### src/rtl/zoom_pkg.sv
package zoom_pkg;

    // ====================
    // Frame geometry
    // ====================
    localparam int frame_w      = 32;
    localparam int frame_h      = 24;
    localparam int frame_pixels = frame_w * frame_h;

    localparam int addr_bits  = 10;     // Covers frame_pixels
    localparam int coord_bits = 6;

    // ====================
    // Types
    // ====================

    // 8-bit grey level
    typedef logic [7:0] pixel_t;

    // Linear address, y * frame_w + x
    typedef logic [addr_bits-1:0] pix_addr_t;

    typedef logic [coord_bits-1:0] coord_t;

    // Host command codes
    typedef enum logic [2:0] {
        op_nop      = 3'd0,
        op_load     = 3'd1,
        op_store    = 3'd2,
        op_zoom_in  = 3'd3,     // Centre quarter to full frame
        op_zoom_out = 3'd4,     // Full frame to centre half
        op_restore  = 3'd5
    } zoom_op_t;

endpackage

### src/rtl/mem_port_if.sv
`timescale 1ns/1ps

interface mem_port_if import zoom_pkg::*; ();

    pix_addr_t rd_addr;
    pixel_t    rd_data;     // Valid one cycle after rd_addr
    logic      wr_en;
    pix_addr_t wr_addr;
    pixel_t    wr_data;

    modport reader (output rd_addr, input rd_data);
    modport writer (output wr_en, wr_addr, wr_data);
    modport memory (input rd_addr, wr_en, wr_addr, wr_data, output rd_data);

    // Both halves, for the owner of the original image
    modport controller (output rd_addr, wr_en, wr_addr, wr_data, input rd_data);

    // Read half seen from the memory side
    modport src_mem (input rd_addr, output rd_data);

endinterface

### src/rtl/zoom_engine.sv
`timescale 1ns/1ps

module zoom_engine import zoom_pkg::*; (
    input  logic       clk_100,
    input  logic       arst_n,
    input  logic       start,
    input  logic       zoom_in,
    output logic       done,
    mem_port_if.reader src,
    mem_port_if.writer dst
);

    typedef enum logic [1:0] {
        st_idle,
        st_in,      // One pixel per cycle
        st_out,     // Four reads per inner pixel
        st_last
    } eng_state_t;

    eng_state_t state;
    coord_t     x;
    coord_t     y;
    logic [1:0] ph;         // Position inside the 2x2 block
    logic [9:0] acc;
    logic [9:0] sum;
    logic       inner;
    logic       last_px;
    logic       px_done;
    logic       wr_pend;
    logic       wr_zero;
    logic       wr_avg;
    pix_addr_t  wr_addr_q;

    function automatic pix_addr_t xy_addr(input int unsigned px, input int unsigned py);
        return pix_addr_t'(py * frame_w + px);
    endfunction

    // ====================
    // Scan position
    // ====================
    assign inner = (x >= coord_t'(frame_w / 4)) && (x < coord_t'(3 * frame_w / 4))
                && (y >= coord_t'(frame_h / 4)) && (y < coord_t'(3 * frame_h / 4));

    assign last_px = (x == coord_t'(frame_w - 1)) && (y == coord_t'(frame_h - 1));

    // Output pixel finishes its reads this cycle
    assign px_done = (state == st_in) || (state == st_out && (!inner || ph == 2'd3));

    always_comb begin
        if (state == st_in) begin
            src.rd_addr = xy_addr(x / 2 + frame_w / 4, y / 2 + frame_h / 4);
        end else if (state == st_out && inner) begin
            src.rd_addr = xy_addr(2 * (x - frame_w / 4) + ph[0],
                                  2 * (y - frame_h / 4) + ph[1]);
        end else begin
            src.rd_addr = '0;
        end
    end

    // ====================
    // Write side
    // ====================
    assign sum         = acc + {2'b00, src.rd_data};
    assign dst.wr_en   = wr_pend;
    assign dst.wr_addr = wr_addr_q;
    assign dst.wr_data = wr_zero ? '0 : (wr_avg ? sum[9:2] : src.rd_data);

    always_ff @(posedge clk_100 or negedge arst_n) begin
        if (!arst_n) begin
            state   <= st_idle;
            x       <= '0;
            y       <= '0;
            ph      <= '0;
            wr_pend <= 1'b0;
            done    <= 1'b0;
        end else begin
            done    <= 1'b0;
            wr_pend <= 1'b0;
            case (state)
                st_idle: begin
                    if (start) begin
                        x     <= '0;
                        y     <= '0;
                        ph    <= '0;
                        state <= zoom_in ? st_in : st_out;
                    end
                end
                st_in, st_out: begin
                    if (state == st_out && inner) begin
                        ph <= ph + 2'd1;        // Wraps after the fourth read
                    end
                    if (px_done) begin
                        wr_pend <= 1'b1;
                        if (x == coord_t'(frame_w - 1)) begin
                            x <= '0;
                            y <= y + 1'b1;
                        end else begin
                            x <= x + 1'b1;
                        end
                        if (last_px) begin
                            state <= st_last;
                        end
                    end
                end
                st_last: begin
                    state <= st_idle;   // Final write goes out this cycle
                    done  <= 1'b1;
                end
                default: state <= st_idle;
            endcase
        end
    end

    always_ff @(posedge clk_100) begin
        wr_addr_q <= xy_addr(x, y);
        wr_zero   <= (state == st_out) && !inner;
        wr_avg    <= (state == st_out);
        acc       <= (state == st_out && inner && ph != 2'd0) ? sum : '0;
    end

    // ====================
    // Checks
    // ====================
    a_start_idle: assert property (@(posedge clk_100) disable iff (!arst_n)
        start |-> (state == st_idle));

    a_done_pulse: assert property (@(posedge clk_100) disable iff (!arst_n)
        done |=> !done);

endmodule

### src/flat_wrapper.sv
// flat-port wrapper written by rule: the top's interface ports become plain ports
module zoom_engine_flat import zoom_pkg::*;
  (clk_100, arst_n, start, zoom_in, done, src_rd_addr, src_rd_data, dst_wr_en, dst_wr_addr, dst_wr_data);
  mem_port_if src_i ();
  mem_port_if dst_i ();
  input  logic clk_100;
  input  logic arst_n;
  input  logic start;
  input  logic zoom_in;
  output logic done;
  output wire logic [$bits(src_i.rd_addr)-1:0] src_rd_addr;
  input wire logic [$bits(src_i.rd_data)-1:0] src_rd_data;
  output wire logic [$bits(dst_i.wr_en)-1:0] dst_wr_en;
  output wire logic [$bits(dst_i.wr_addr)-1:0] dst_wr_addr;
  output wire logic [$bits(dst_i.wr_data)-1:0] dst_wr_data;
  assign src_rd_addr = src_i.rd_addr;
  assign src_i.rd_data = src_rd_data;
  assign dst_wr_en = dst_i.wr_en;
  assign dst_wr_addr = dst_i.wr_addr;
  assign dst_wr_data = dst_i.wr_data;
  zoom_engine u_core (.clk_100(clk_100), .arst_n(arst_n), .start(start), .zoom_in(zoom_in), .done(done), .src(src_i), .dst(dst_i));
endmodule
### config.mk
export PLATFORM = sky130hd
export DESIGN_NAME = zoom_engine_flat
export DESIGN_NICKNAME = d
export VERILOG_FILES = /design/src/rtl/zoom_pkg.sv /design/src/rtl/mem_port_if.sv /design/src/rtl/zoom_engine.sv /design/src/flat_wrapper.sv
export SDC_FILE = /design/constraint.sdc
export NUM_CORES = 1
export LEC_CHECK = 0
export BUFFER_PORTS_ARGS = -buffer_cell sky130_fd_sc_hd__buf_2
export CORE_ASPECT_RATIO = 1.1
export CORE_UTILIZATION = 38
export DETAILED_ROUTE_END_ITERATION = 6
export MAX_ROUTING_LAYER = met4
export PLACE_DENSITY = 0.67
export SYNTH_ARGS = -nofsm -noshare
export SYNTH_HDL_FRONTEND = slang
export SYNTH_SLANG_ARGS = --single-unit
### constraint.sdc
create_clock -name clk_100 -period 3.71 [get_ports clk_100]
set_input_delay 1.113 -clock clk_100 [delete_from_list [all_inputs] [get_ports clk_100]]
set_output_delay 1.113 -clock clk_100 [all_outputs]
set_load 0.01 [all_outputs]
==> reports/results.ini <==
[worst_setup_path]
criticalPathCategory = input pin to primary output
crit_arrival_ns = 2.85
crit_fanout = 2
crit_path_end_kind = primary output
crit_required_ns = 2.60
critPathLaunchType = input pin

[job]
maxCapViolations = 0

[die]
fp-row-count = 32
die_h_um = 93.1
ioPinCount = 42
initial_core_util = 0.400
core_um2 = 7170
die_area_um2 = 7900
die_w_um = 84.8

[yosys]
synth-edff-count = 0
ys.flop_type = dfxtp_1
syn-cell-area_um2 = 2870
ys_warn_count = 0
syn_avg_cell_area_um2 = 8.85
synth.top_cell.area_share = 0.170
synth_seq_cells = 40
syn-num-nets = 377
netlist_instances = 324
synth_top_area_cell = ha_1
synth_area_leaders = ha_1 17%, dfrtp_1 16%, dfxtp_1 15%, xnor2_1 4.6%, nand2_1 3.7%
yosysSeqAreaShare = 0.311
synth.distinct_cells = 49
async_reset_ff_frac = 0.450

[finish]
drive_above_1_share = 0.275
syn2layout_area_growth_pct = 27.3
seq_area_um2 = 891
fillerInstances = 678
layout_commonest_cell = buf_2
fin_nets = 448
final_cell_mix = 37 x buf_2, 34 x ha_1, 34 x buf_4
antenna_cells = 0
multi_input_area_um2 = 1960

[route]
drt_pre_antenna_iters = 7
viasPerCell = 5.29
drcViolationCount = 6
wl_per_cell_um = 14.2
drt_iter0_markers = 74
drt-total-wl_um = 6850
vias = 2546
antenna_left = 0

[placement]
gp_congestion = 0.878
dp_slack_ns = -0.343
hpwl_um = 5050
port_buffers = 41

[cts]
cts_root_buffer = clkbuf_8
cts.path.max_buffers = 2
cts_made_buffers = 5
cts_tree = built
ctsHoldBuffers = 0
clk_pin_slew_worst_paths_ns = 0.08
clkSinkCount = 40
h-tree-depth = 2
clock_insertion_delay_worst_skew_ns = 0.29

[sta]
tightest_slew_ns = 1.18
max_freq_mhz = 252
grt_setup_unrepaired = true
drv_slew = 0
fin_crit_sh = 1.07
relSlewSlack = 0.207
final_hold_viol_count = 0
finalWorstSetupSlack_ns = -0.254
fin_skew_ns = 0.0127
min_period_ns = 3.96
whs_ns = 0.536
setup_violations = 6

[power_and_ir_drop]
vdd_drop_max_mv = 0.121
leakage_nw = 1.68
powerDensity_nw_per_um2 = 211

[global_route]
globalRoute.totalOverflow = 0
grt_pass1_vias = 2549
antenna_found_initial = 0
grt_usage = 0.186
grt_start_max_net_pins = 22
grt_pass1_wl_um = 11500

[min_path]
min_path_type = flip-flop to flip-flop

[run_status]
status = finished with violations
violations = DRC, setup timing

-- where the power goes --
part	internal, mW	switching (mW)
clock	0.132	0.146
sequential	0.432	0
combinational	0.0328	0.0284
total	0.597	0.175
-- synthesized netlist by cell type, drive strengths merged (7+ instances only) --
| library cell | count |
|---|---|
| a21oi | 18 |
| o21ai | 17 |
| nor2 | 20 |
| dfxtp | 22 |
| o31ai | 8 |
| inv | 25 |
| dfrtp | 18 |
| ha | 39 |
| xnor2 | 15 |
| buf | 7 |
| nand2 | 29 |
| nand4 | 7 |
| nand3 | 7 |
| xor2 | 7 |
-- flip-flops by register name, summed over array words and instances (netlist names) --
signal	count
u_core.acc	10
u_core.dst.wr_addr	10
u_core.x	6
u_core.y	6
u_core.ph	2
u_core.state	2
u_core.done	1
u_core.dst.wr_en	1
u_core.wr_avg	1
u_core.wr_zero	1
-- area by class of cell --
cell class                      instances  area share
Timing Repair Buffer                   77       0.141
Clock buffer                            7      0.0209
Clock inverter                          1     0.00137
Sequential cell                        40       0.244
Multi-Input combinational cell        246       0.538
Tap cell                               85      0.0291
Inverter                               25      0.0257
-- routing by layer --
layer  part of all wire  track usage  wire length [um]  vias to the layer above
met2               0.51        0.344              3460                       54
met3              0.031       0.0247               215                        8
met5                  0            -                 0                        -
met4              0.011       0.0395                76                        0
met1               0.45        0.216              3100                     1206
li1                   -            -                 -                     1278
-- timing repair --
action / 4_1_cts / 5_1_grt
endpoints found under the setup margin: 6 / 9
setup buffers: 7 / 1
pin swaps: 10 / 7
resized for setup: 23 / 8
gates cloned: 0 / 0
-- metrics by stage --
stage	setup TNS (ns)	utilization	std cells	instance area, um^2	total power, mW
2_1_floorplan	-0.0927	-	324	2900	0.462
3_5_place_dp	-1.39	0.469	465	3360	0.491
6_report	-0.754	0.509	481	3650	0.772
5_1_grt	-1.11	0.509	481	3650	0.805
3_3_place_gp	-1.17	0.469	465	3360	0.490
4_1_cts	-0.740	0.504	480	3610	0.776
-- worst max-delay path, stage by stage --
cell	delay [ns]
buf_8	0.10
ha_4	0.25
nand2_2	0.06
or3b_4	0.39
and2_4	0.15
or4b_4	0.48
a31oi_2	0.16
buf_2	0.15
-- logic make-up (layout without fill, tap and decap cells) --
| family | Yosys count | after routing | share of synthesized area |
|---|---|---|---|
| buffers and inverters | 38 | 110 | 0.0537 |
| multiplexers | 4 | 4 | 0.0144 |
| adder cells (fa/ha/maj) | 41 | 41 | 0.184 |
| flip-flops | 40 | 40 | 0.311 |
| AO/OA/AOI/OAI | 75 | 75 | 0.177 |
| AND/OR/NAND/NOR | 104 | 104 | 0.193 |
| XOR/XNOR | 22 | 22 | 0.0672 |
-- worst paths after layout --
kind / endpoint / depth (start not counted) / slack, ns / startpoint
max: dst_wr_data[5] / 8 / -0.25 / src_rd_data[3]
min: u_core.dst.wr_addr[1]$_DFF_P_ / 0 / 0.54 / u_core.x[1]$_DFFE_PN0P_
max reg2reg: u_core.x[2]$_DFFE_PN0P_ / 7 / 0.87 / u_core.state[1]$_DFFE_PN0P_
min reg2reg: u_core.dst.wr_addr[1]$_DFF_P_ / 0 / 0.54 / u_core.x[1]$_DFFE_PN0P_
max in group asynchronous: u_core.dst.wr_en$_DFF_PN0_ / 1 / 2.62 / arst_n
min in group asynchronous: u_core.y[1]$_DFFE_PN0P_ / 1 / 0.76 / arst_n
Note: power is estimated with default switching activity, not from simulation.
