--- src/rtl/zoom_pkg.sv ---
package zoom_pkg;

    // ====================
    // Frame geometry
    // ====================
    localparam int frame_w      = 32;
    localparam int frame_h      = 24;
    localparam int frame_pixels = frame_w * frame_h;

    localparam int addr_bits  = 10;     // Covers frame_pixels
    localparam int coord_bits = 6;

    // ====================
    // Types
    // ====================

    // 8-bit grey level
    typedef logic [7:0] pixel_t;

    // Linear address, y * frame_w + x
    typedef logic [addr_bits-1:0] pix_addr_t;

    typedef logic [coord_bits-1:0] coord_t;

    // Host command codes
    typedef enum logic [2:0] {
        op_nop      = 3'd0,
        op_load     = 3'd1,
        op_store    = 3'd2,
        op_zoom_in  = 3'd3,     // Centre quarter to full frame
        op_zoom_out = 3'd4,     // Full frame to centre half
        op_restore  = 3'd5
    } zoom_op_t;

endpackage

--- src/rtl/mem_port_if.sv ---
`timescale 1ns/1ps

interface mem_port_if import zoom_pkg::*; ();

    pix_addr_t rd_addr;
    pixel_t    rd_data;     // Valid one cycle after rd_addr
    logic      wr_en;
    pix_addr_t wr_addr;
    pixel_t    wr_data;

    modport reader (output rd_addr, input rd_data);
    modport writer (output wr_en, wr_addr, wr_data);
    modport memory (input rd_addr, wr_en, wr_addr, wr_data, output rd_data);

    // Both halves, for the owner of the original image
    modport controller (output rd_addr, wr_en, wr_addr, wr_data, input rd_data);

    // Read half seen from the memory side
    modport src_mem (input rd_addr, output rd_data);

endinterface

--- src/rtl/zoom_ctrl.sv ---
`timescale 1ns/1ps

module zoom_ctrl import zoom_pkg::*; (
    input  logic              clk_100,
    input  logic              arst_n,
    input  logic              cmd_valid,
    output logic              cmd_ready,
    input  zoom_op_t          cmd_op,
    input  pix_addr_t         cmd_addr,
    input  pixel_t            cmd_data,
    output logic              rsp_valid,
    output logic              rsp_err,
    output pixel_t            rsp_data,
    output logic              eng_start,
    output logic              eng_zoom_in,
    input  logic              eng_done,
    mem_port_if.controller    orig,
    mem_port_if.src_mem       eng_src,
    mem_port_if.reader        work,
    mem_port_if.writer        disp
);

    typedef enum logic [2:0] {
        st_idle,
        st_access,
        st_run,
        st_copy,
        st_respond
    } ctrl_state_t;

    ctrl_state_t state;
    zoom_op_t    op_q;
    pix_addr_t   addr_q;
    pixel_t      data_q;
    pix_addr_t   cnt;           // Copy read address
    pix_addr_t   cp_addr;
    logic        cp_pend;
    logic        copy_work;
    logic        in_range;

    assign in_range  = cmd_addr < pix_addr_t'(frame_pixels);
    assign copy_work = (op_q == op_zoom_in) || (op_q == op_zoom_out);
    assign cmd_ready = (state == st_idle);
    assign rsp_valid = (state == st_respond);

    // ====================
    // Memory ports
    // ====================
    always_comb begin
        case (state)
            st_run:  orig.rd_addr = eng_src.rd_addr;   // Engine owns the read port
            st_copy: orig.rd_addr = cnt;
            default: orig.rd_addr = cmd_addr;          // Load reads at handshake
        endcase
    end

    assign eng_src.rd_data = orig.rd_data;

    assign orig.wr_en   = (state == st_access) && (op_q == op_store);
    assign orig.wr_addr = addr_q;
    assign orig.wr_data = data_q;

    assign work.rd_addr = cnt;

    // Display write trails its read by one cycle
    assign disp.wr_en   = cp_pend;
    assign disp.wr_addr = cp_addr;
    assign disp.wr_data = copy_work ? work.rd_data : orig.rd_data;

    // ====================
    // Command FSM
    // ====================
    always_ff @(posedge clk_100 or negedge arst_n) begin
        if (!arst_n) begin
            state       <= st_idle;
            op_q        <= op_nop;
            cnt         <= '0;
            cp_pend     <= 1'b0;
            rsp_err     <= 1'b0;
            eng_start   <= 1'b0;
            eng_zoom_in <= 1'b0;
        end else begin
            eng_start <= 1'b0;
            cp_pend   <= (state == st_copy) && (cnt != pix_addr_t'(frame_pixels));
            case (state)
                st_idle: begin
                    if (cmd_valid) begin
                        op_q    <= cmd_op;
                        rsp_err <= 1'b0;
                        cnt     <= '0;
                        case (cmd_op)
                            op_load, op_store: begin
                                if (in_range) begin
                                    state <= st_access;
                                end else begin
                                    rsp_err <= 1'b1;    // Rejected, nothing written
                                    state   <= st_respond;
                                end
                            end
                            op_zoom_in, op_zoom_out: begin
                                eng_start   <= 1'b1;
                                eng_zoom_in <= (cmd_op == op_zoom_in);
                                state       <= st_run;
                            end
                            op_restore: state <= st_copy;
                            default:    state <= st_respond;
                        endcase
                    end
                end
                st_access: state <= (op_q == op_store) ? st_copy : st_respond;
                st_run: begin
                    if (eng_done) begin
                        state <= st_copy;
                    end
                end
                st_copy: begin
                    if (cnt == pix_addr_t'(frame_pixels)) begin
                        state <= st_respond;    // Last display write lands now
                    end else begin
                        cnt <= cnt + 1'b1;
                    end
                end
                st_respond: state <= st_idle;
                default:    state <= st_idle;
            endcase
        end
    end

    always_ff @(posedge clk_100) begin
        cp_addr <= cnt;
        if (state == st_idle) begin
            addr_q   <= cmd_addr;
            data_q   <= cmd_data;
            rsp_data <= '0;
        end else if (state == st_access && op_q == op_load) begin
            rsp_data <= orig.rd_data;
        end
    end

    // ====================
    // Checks
    // ====================
    a_rsp_pulse: assert property (@(posedge clk_100) disable iff (!arst_n)
        rsp_valid |=> !rsp_valid);

endmodule

--- src/flat_wrapper.sv ---
// flat-port wrapper written by rule: the top's interface ports become plain ports
module zoom_ctrl_flat import zoom_pkg::*;
  (clk_100, arst_n, cmd_valid, cmd_ready, cmd_op, cmd_addr, cmd_data, rsp_valid, rsp_err, rsp_data, eng_start, eng_zoom_in, eng_done, orig_rd_addr, orig_wr_en, orig_wr_addr, orig_wr_data, orig_rd_data, eng_src_rd_addr, eng_src_rd_data, work_rd_addr, work_rd_data, disp_wr_en, disp_wr_addr, disp_wr_data);
  mem_port_if orig_i ();
  mem_port_if eng_src_i ();
  mem_port_if work_i ();
  mem_port_if disp_i ();
  input  logic clk_100;
  input  logic arst_n;
  input  logic cmd_valid;
  output logic cmd_ready;
  input  zoom_op_t cmd_op;
  input  pix_addr_t cmd_addr;
  input  pixel_t cmd_data;
  output logic rsp_valid;
  output logic rsp_err;
  output pixel_t rsp_data;
  output logic eng_start;
  output logic eng_zoom_in;
  input  logic eng_done;
  output wire logic [$bits(orig_i.rd_addr)-1:0] orig_rd_addr;
  output wire logic [$bits(orig_i.wr_en)-1:0] orig_wr_en;
  output wire logic [$bits(orig_i.wr_addr)-1:0] orig_wr_addr;
  output wire logic [$bits(orig_i.wr_data)-1:0] orig_wr_data;
  input wire logic [$bits(orig_i.rd_data)-1:0] orig_rd_data;
  input wire logic [$bits(eng_src_i.rd_addr)-1:0] eng_src_rd_addr;
  output wire logic [$bits(eng_src_i.rd_data)-1:0] eng_src_rd_data;
  output wire logic [$bits(work_i.rd_addr)-1:0] work_rd_addr;
  input wire logic [$bits(work_i.rd_data)-1:0] work_rd_data;
  output wire logic [$bits(disp_i.wr_en)-1:0] disp_wr_en;
  output wire logic [$bits(disp_i.wr_addr)-1:0] disp_wr_addr;
  output wire logic [$bits(disp_i.wr_data)-1:0] disp_wr_data;
  assign orig_rd_addr = orig_i.rd_addr;
  assign orig_wr_en = orig_i.wr_en;
  assign orig_wr_addr = orig_i.wr_addr;
  assign orig_wr_data = orig_i.wr_data;
  assign orig_i.rd_data = orig_rd_data;
  assign eng_src_i.rd_addr = eng_src_rd_addr;
  assign eng_src_rd_data = eng_src_i.rd_data;
  assign work_rd_addr = work_i.rd_addr;
  assign work_i.rd_data = work_rd_data;
  assign disp_wr_en = disp_i.wr_en;
  assign disp_wr_addr = disp_i.wr_addr;
  assign disp_wr_data = disp_i.wr_data;
  zoom_ctrl u_core (.clk_100(clk_100), .arst_n(arst_n), .cmd_valid(cmd_valid), .cmd_ready(cmd_ready), .cmd_op(cmd_op), .cmd_addr(cmd_addr), .cmd_data(cmd_data), .rsp_valid(rsp_valid), .rsp_err(rsp_err), .rsp_data(rsp_data), .eng_start(eng_start), .eng_zoom_in(eng_zoom_in), .eng_done(eng_done), .orig(orig_i), .eng_src(eng_src_i), .work(work_i), .disp(disp_i));
endmodule
--- config.mk ---
export PLATFORM = sky130hd
export DESIGN_NAME = zoom_ctrl_flat
export DESIGN_NICKNAME = d
export VERILOG_FILES = /design/src/rtl/zoom_pkg.sv /design/src/rtl/mem_port_if.sv /design/src/rtl/zoom_ctrl.sv /design/src/flat_wrapper.sv
export SDC_FILE = /design/constraint.sdc
export NUM_CORES = 1
export LEC_CHECK = 0
export BUFFER_PORTS_ARGS = -buffer_cell sky130_fd_sc_hd__buf_2
export CAP_MARGIN = 10
export CORE_ASPECT_RATIO = 1.4
export CORE_MARGIN = 2
export CORE_UTILIZATION = 47
export CTS_BUF_LIST = sky130_fd_sc_hd__clkbuf_8
export CTS_CLUSTER_DIAMETER = 40
export DETAILED_ROUTE_END_ITERATION = 6
export PLACE_DENSITY_LB_ADDON = 0.08
export SETUP_SLACK_MARGIN = 0.4
export SLEW_MARGIN = 20
export SYNTH_ARGS = -nofsm -noshare
export SYNTH_HDL_FRONTEND = slang
export SYNTH_SLANG_ARGS = --single-unit
--- constraint.sdc ---
create_clock -name clk_100 -period 2.4 [get_ports clk_100]
set_input_delay 0.48 -clock clk_100 [delete_from_list [all_inputs] [get_ports clk_100]]
set_output_delay 0.48 -clock clk_100 [all_outputs]
set_load 0.02 [all_outputs]
==> flow_summary.toml <==
[clock_network]
htreeDepth = 2
insertion_delay_ns = 0.31
numCtsBuffers = 5
ctsHoldBuffers = 0
cts_tree = "done"
path_clk_slew_ns = 0.10
clock-root-buffer = "clkbuf_8"
clock_sinks = 56
clk_path_buf_depth = 2

[worst_setup_path]
cp.depth = 5
r2r-end = "u_core.rsp_data[1]$_SDFFE_PP0P_"
startpoint = "u_core.op_q[2]$_DFFE_PN0P_"
crit_path_start_kind = "flop"
reg2reg_depth = 4
cpMostUsedCell = "buf_6"
cp.required_ns = 1.92
crit_family = "flip-flops"
end_kind = "output port"
r2r_slack_ns = 0.55
endpoint = "disp_wr_data[0]"
critical_path.max_stage_delay_ns = 0.46
rr_startpoint = "u_core.state[1]$_DFFE_PN0P_"
path_class = "reg2out"
cp_max_fo = 8
critPathBufInv = 2
cp_slowest_cell = "dfrtp_2"
path_cells = "nand3b_1, o21ai_2, buf_6, mux2_4, buf_6"
critical_path_arrival_ns = 1.64

[timing]
clock_skew_ns = 0.01011
tightest_slew_ns = 0.5915
fin_hold_ws_ns = 0.1106
setup_viol = 0
max_slew_margin_pct = 60.38
slew_violations = 0
hold_viol = 0
min_period_ns = 2.118
fin_ws_ns = 0.2820
rsz0062_at_grt = "yes"
finalCritPeriodShare_pct = 88.25
fmax_mhz = 472.2
tns_ns = 0

[routing]
drt_iter0_drc = 142
vias = 2218
dr.pass1.iters = 4
met3_length_um = 428
wl_per_cell_um = 15.65
antenna_left = 0
highest-signal-layer = "met4"
via_per_inst = 5.207
drc = 0
drt-met1-wl_um = 2770
wl_um = 6669
dr_wl_met2_um = 3378

[finish]
final_net_count = 412
areaGrowthSynthToFinish_pct = 37.44
diodes = 0
drive_gt1_share_pct = 47.22
finalInstanceArea_um2 = 3477
fin_util_pct = 66.90

[synth]
synth_ff_type = "dfrtp_1"
yosysUniqueCellTypes = 45
synth_common_cells = "21 x nand2_1, 20 x dfrtp_1, 19 x mux2i_1"
syn_area_um2 = 2530
yosysTopAreaCellShare_pct = 21.36
yosysMostFrequentCell = "nand2_1"
synth_area_per_cell_um2 = 11.00
synth_top_area_cell = "edfxtp_1"
async_reset_ff_share_pct = 35.71
yosys_warnings = 0
syn-num-nets = 283
seq_area_frac_synth_pct = 55.39
synthCells = 230
yosys_register_bits = 56
synthTopCellsByArea = "edfxtp_1 21%, dfrtp_1 20%, dfxtp_1 14%"
synth-edff-count = 18

[global_route]
grt_pass1_wl_um = 9929
grt_pass1_vias = 2029
grt_max_degree = 27
track_usage_pct = 21.37
antenna_found_initial = 0
grt-ovfl-total = 0

[floorplanning]
core-area_um2 = 5197
die_area_um2 = 5994
io_pins = 130
rows = 31
start_util_pct = 48.68
die_h_um = 90.81
die_x_um = 66.01

[pwr]
comb_power_share_pct = 48.2
vdd_drop_max_mv = 0.5439
switching_share_pct = 39.81
switchingPower_mw = 1.529
power.density_nw_per_um2 = 1104
clockPowerShare_pct = 15.9
intPower_mw = 2.311
p_seq_share_pct = 35.9
power.leakage_nw = 1.756

[run_status]
outcome = "finished clean"

[placed_design]
dp_slack_ns = 0.3365
portBuffers = 129
place.gp.congestion = 0.7858
post_dp_cell_area_um2 = 3169
place_hpwl_um = 4697

[flow_run]
maxCapViolCount = 0

[min_path]
worstHoldPathType = "in2async"
[stage by stage]
step                power (mW)  cells
finish                   3.839    426
global route             4.058    426
CTS                      3.716    418
detailed placement       2.951    409
global placement         2.936    409
floorplan                2.443    230
[layout make-up]
class                   count  area, um^2
inverters                   6       22.52
flip-flops and latches     56        1405
fillers                   448        1720
clock buffers               5       68.82
repair buffers            142       807.0
clock inverters             3       42.54
well taps                  66       82.58
multi-input cells         148        1049
[cell usage in the layout (no fill, tap or decap), types with 3 or more instances in the layout]
cell type	instances
o21ai_1	6
nand3b_1	3
o21ai_0	11
buf_2	120
nand2_1	20
dfrtp_1	17
o31ai_1	5
nand4_1	4
mux2_4	8
clkbuf_8	5
nor3_1	7
dfrtp_2	3
nor2_1	15
a21oi_1	3
dfxtp_1	18
mux2i_1	19
buf_6	9
inv_1	6
and3b_1	3
edfxtp_1	18
xnor2_1	3
nor2b_1	3
nand3_1	5
buf_4	12
[cell families (layout without fill, tap and decap cells)]
| kind of cell | after synthesis | after routing | share of synthesized area, % |
|---|---|---|---|
| AO/OA/AOI/OAI | 40 | 40 | 9.940 |
| XOR/XNOR | 4 | 4 | 1.385 |
| adder cells (fa/ha/maj) | 2 | 2 | 0.9890 |
| buffers and inverters | 26 | 156 | 5.786 |
| flip-flops | 56 | 56 | 55.39 |
| multiplexers | 27 | 27 | 11.08 |
| AND/OR/NAND/NOR | 75 | 75 | 15.43 |
[what timing repair did]
item,CTS,global route
gates cloned,0,0
gates resized for setup,31,14
hold endpoints to repair,0,0
pin swaps,1,1
buffers inserted,1,8
endpoints found under the setup margin,27,28
[layer usage]
layer	GRT usage (%)	vias up
li1	-	1073
met1	27.62	1042
met2	35.35	95
met3	4.239	8
met4	7.313	0
met5	0	-
[state kept, by name (all words and copies together), names as in the netlist]
register             flops
u_core.eng_start         1
u_core.op_q              3
u_core.rsp_err           1
u_core.disp.wr_addr     10
u_core.rsp_data          8
u_core.orig.wr_addr     10
u_core.eng_zoom_in       1
u_core.work.rd_addr     10
u_core.disp.wr_en        1
u_core.state             3
u_core.orig.wr_data      8
[power by group through the flow]
| stage | Clock [mW] | Combinational [mW] | Sequential, mW |
|---|---|---|---|
| 2_1_floorplan | 0 | 0.881 | 1.56 |
| 3_3_place_gp | 0 | 1.55 | 1.38 |
| 3_5_place_dp | 0 | 1.56 | 1.39 |
| 4_1_cts | 0.630 | 1.70 | 1.38 |
| 5_1_grt | 0.667 | 1.98 | 1.41 |
| 6_report | 0.612 | 1.85 | 1.38 |
[worst register-to-register path: stages (launching register included)]
cell	delay (ns)
dfrtp_2	0.48
or3b_1	0.40
or4b_4	0.60
mux2i_1	0.19
nor2_1	0.05
[worst min path at each step]
| stage | from | endpoint | cells after the start |
|---|---|---|---|
| 6_report | arst_n | u_core.work.rd_addr[0]$_DFFE_PN0P_ | 1 |
| 5_1_grt | arst_n | u_core.work.rd_addr[0]$_DFFE_PN0P_ | 1 |
| 4_1_cts | arst_n | u_core.work.rd_addr[0]$_DFFE_PN0P_ | 1 |
| 3_5_place_dp | arst_n | u_core.eng_start$_DFF_PN0_ | 1 |
| 3_3_place_gp | u_core.work.rd_addr[9]$_DFFE_PN0P_ | u_core.disp.wr_addr[9]$_DFF_P_ | 0 |
| 2_1_floorplan | arst_n | u_core.disp.wr_en$_DFF_PN0_ | 0 |
Note: power is estimated with default switching activity, not from simulation.
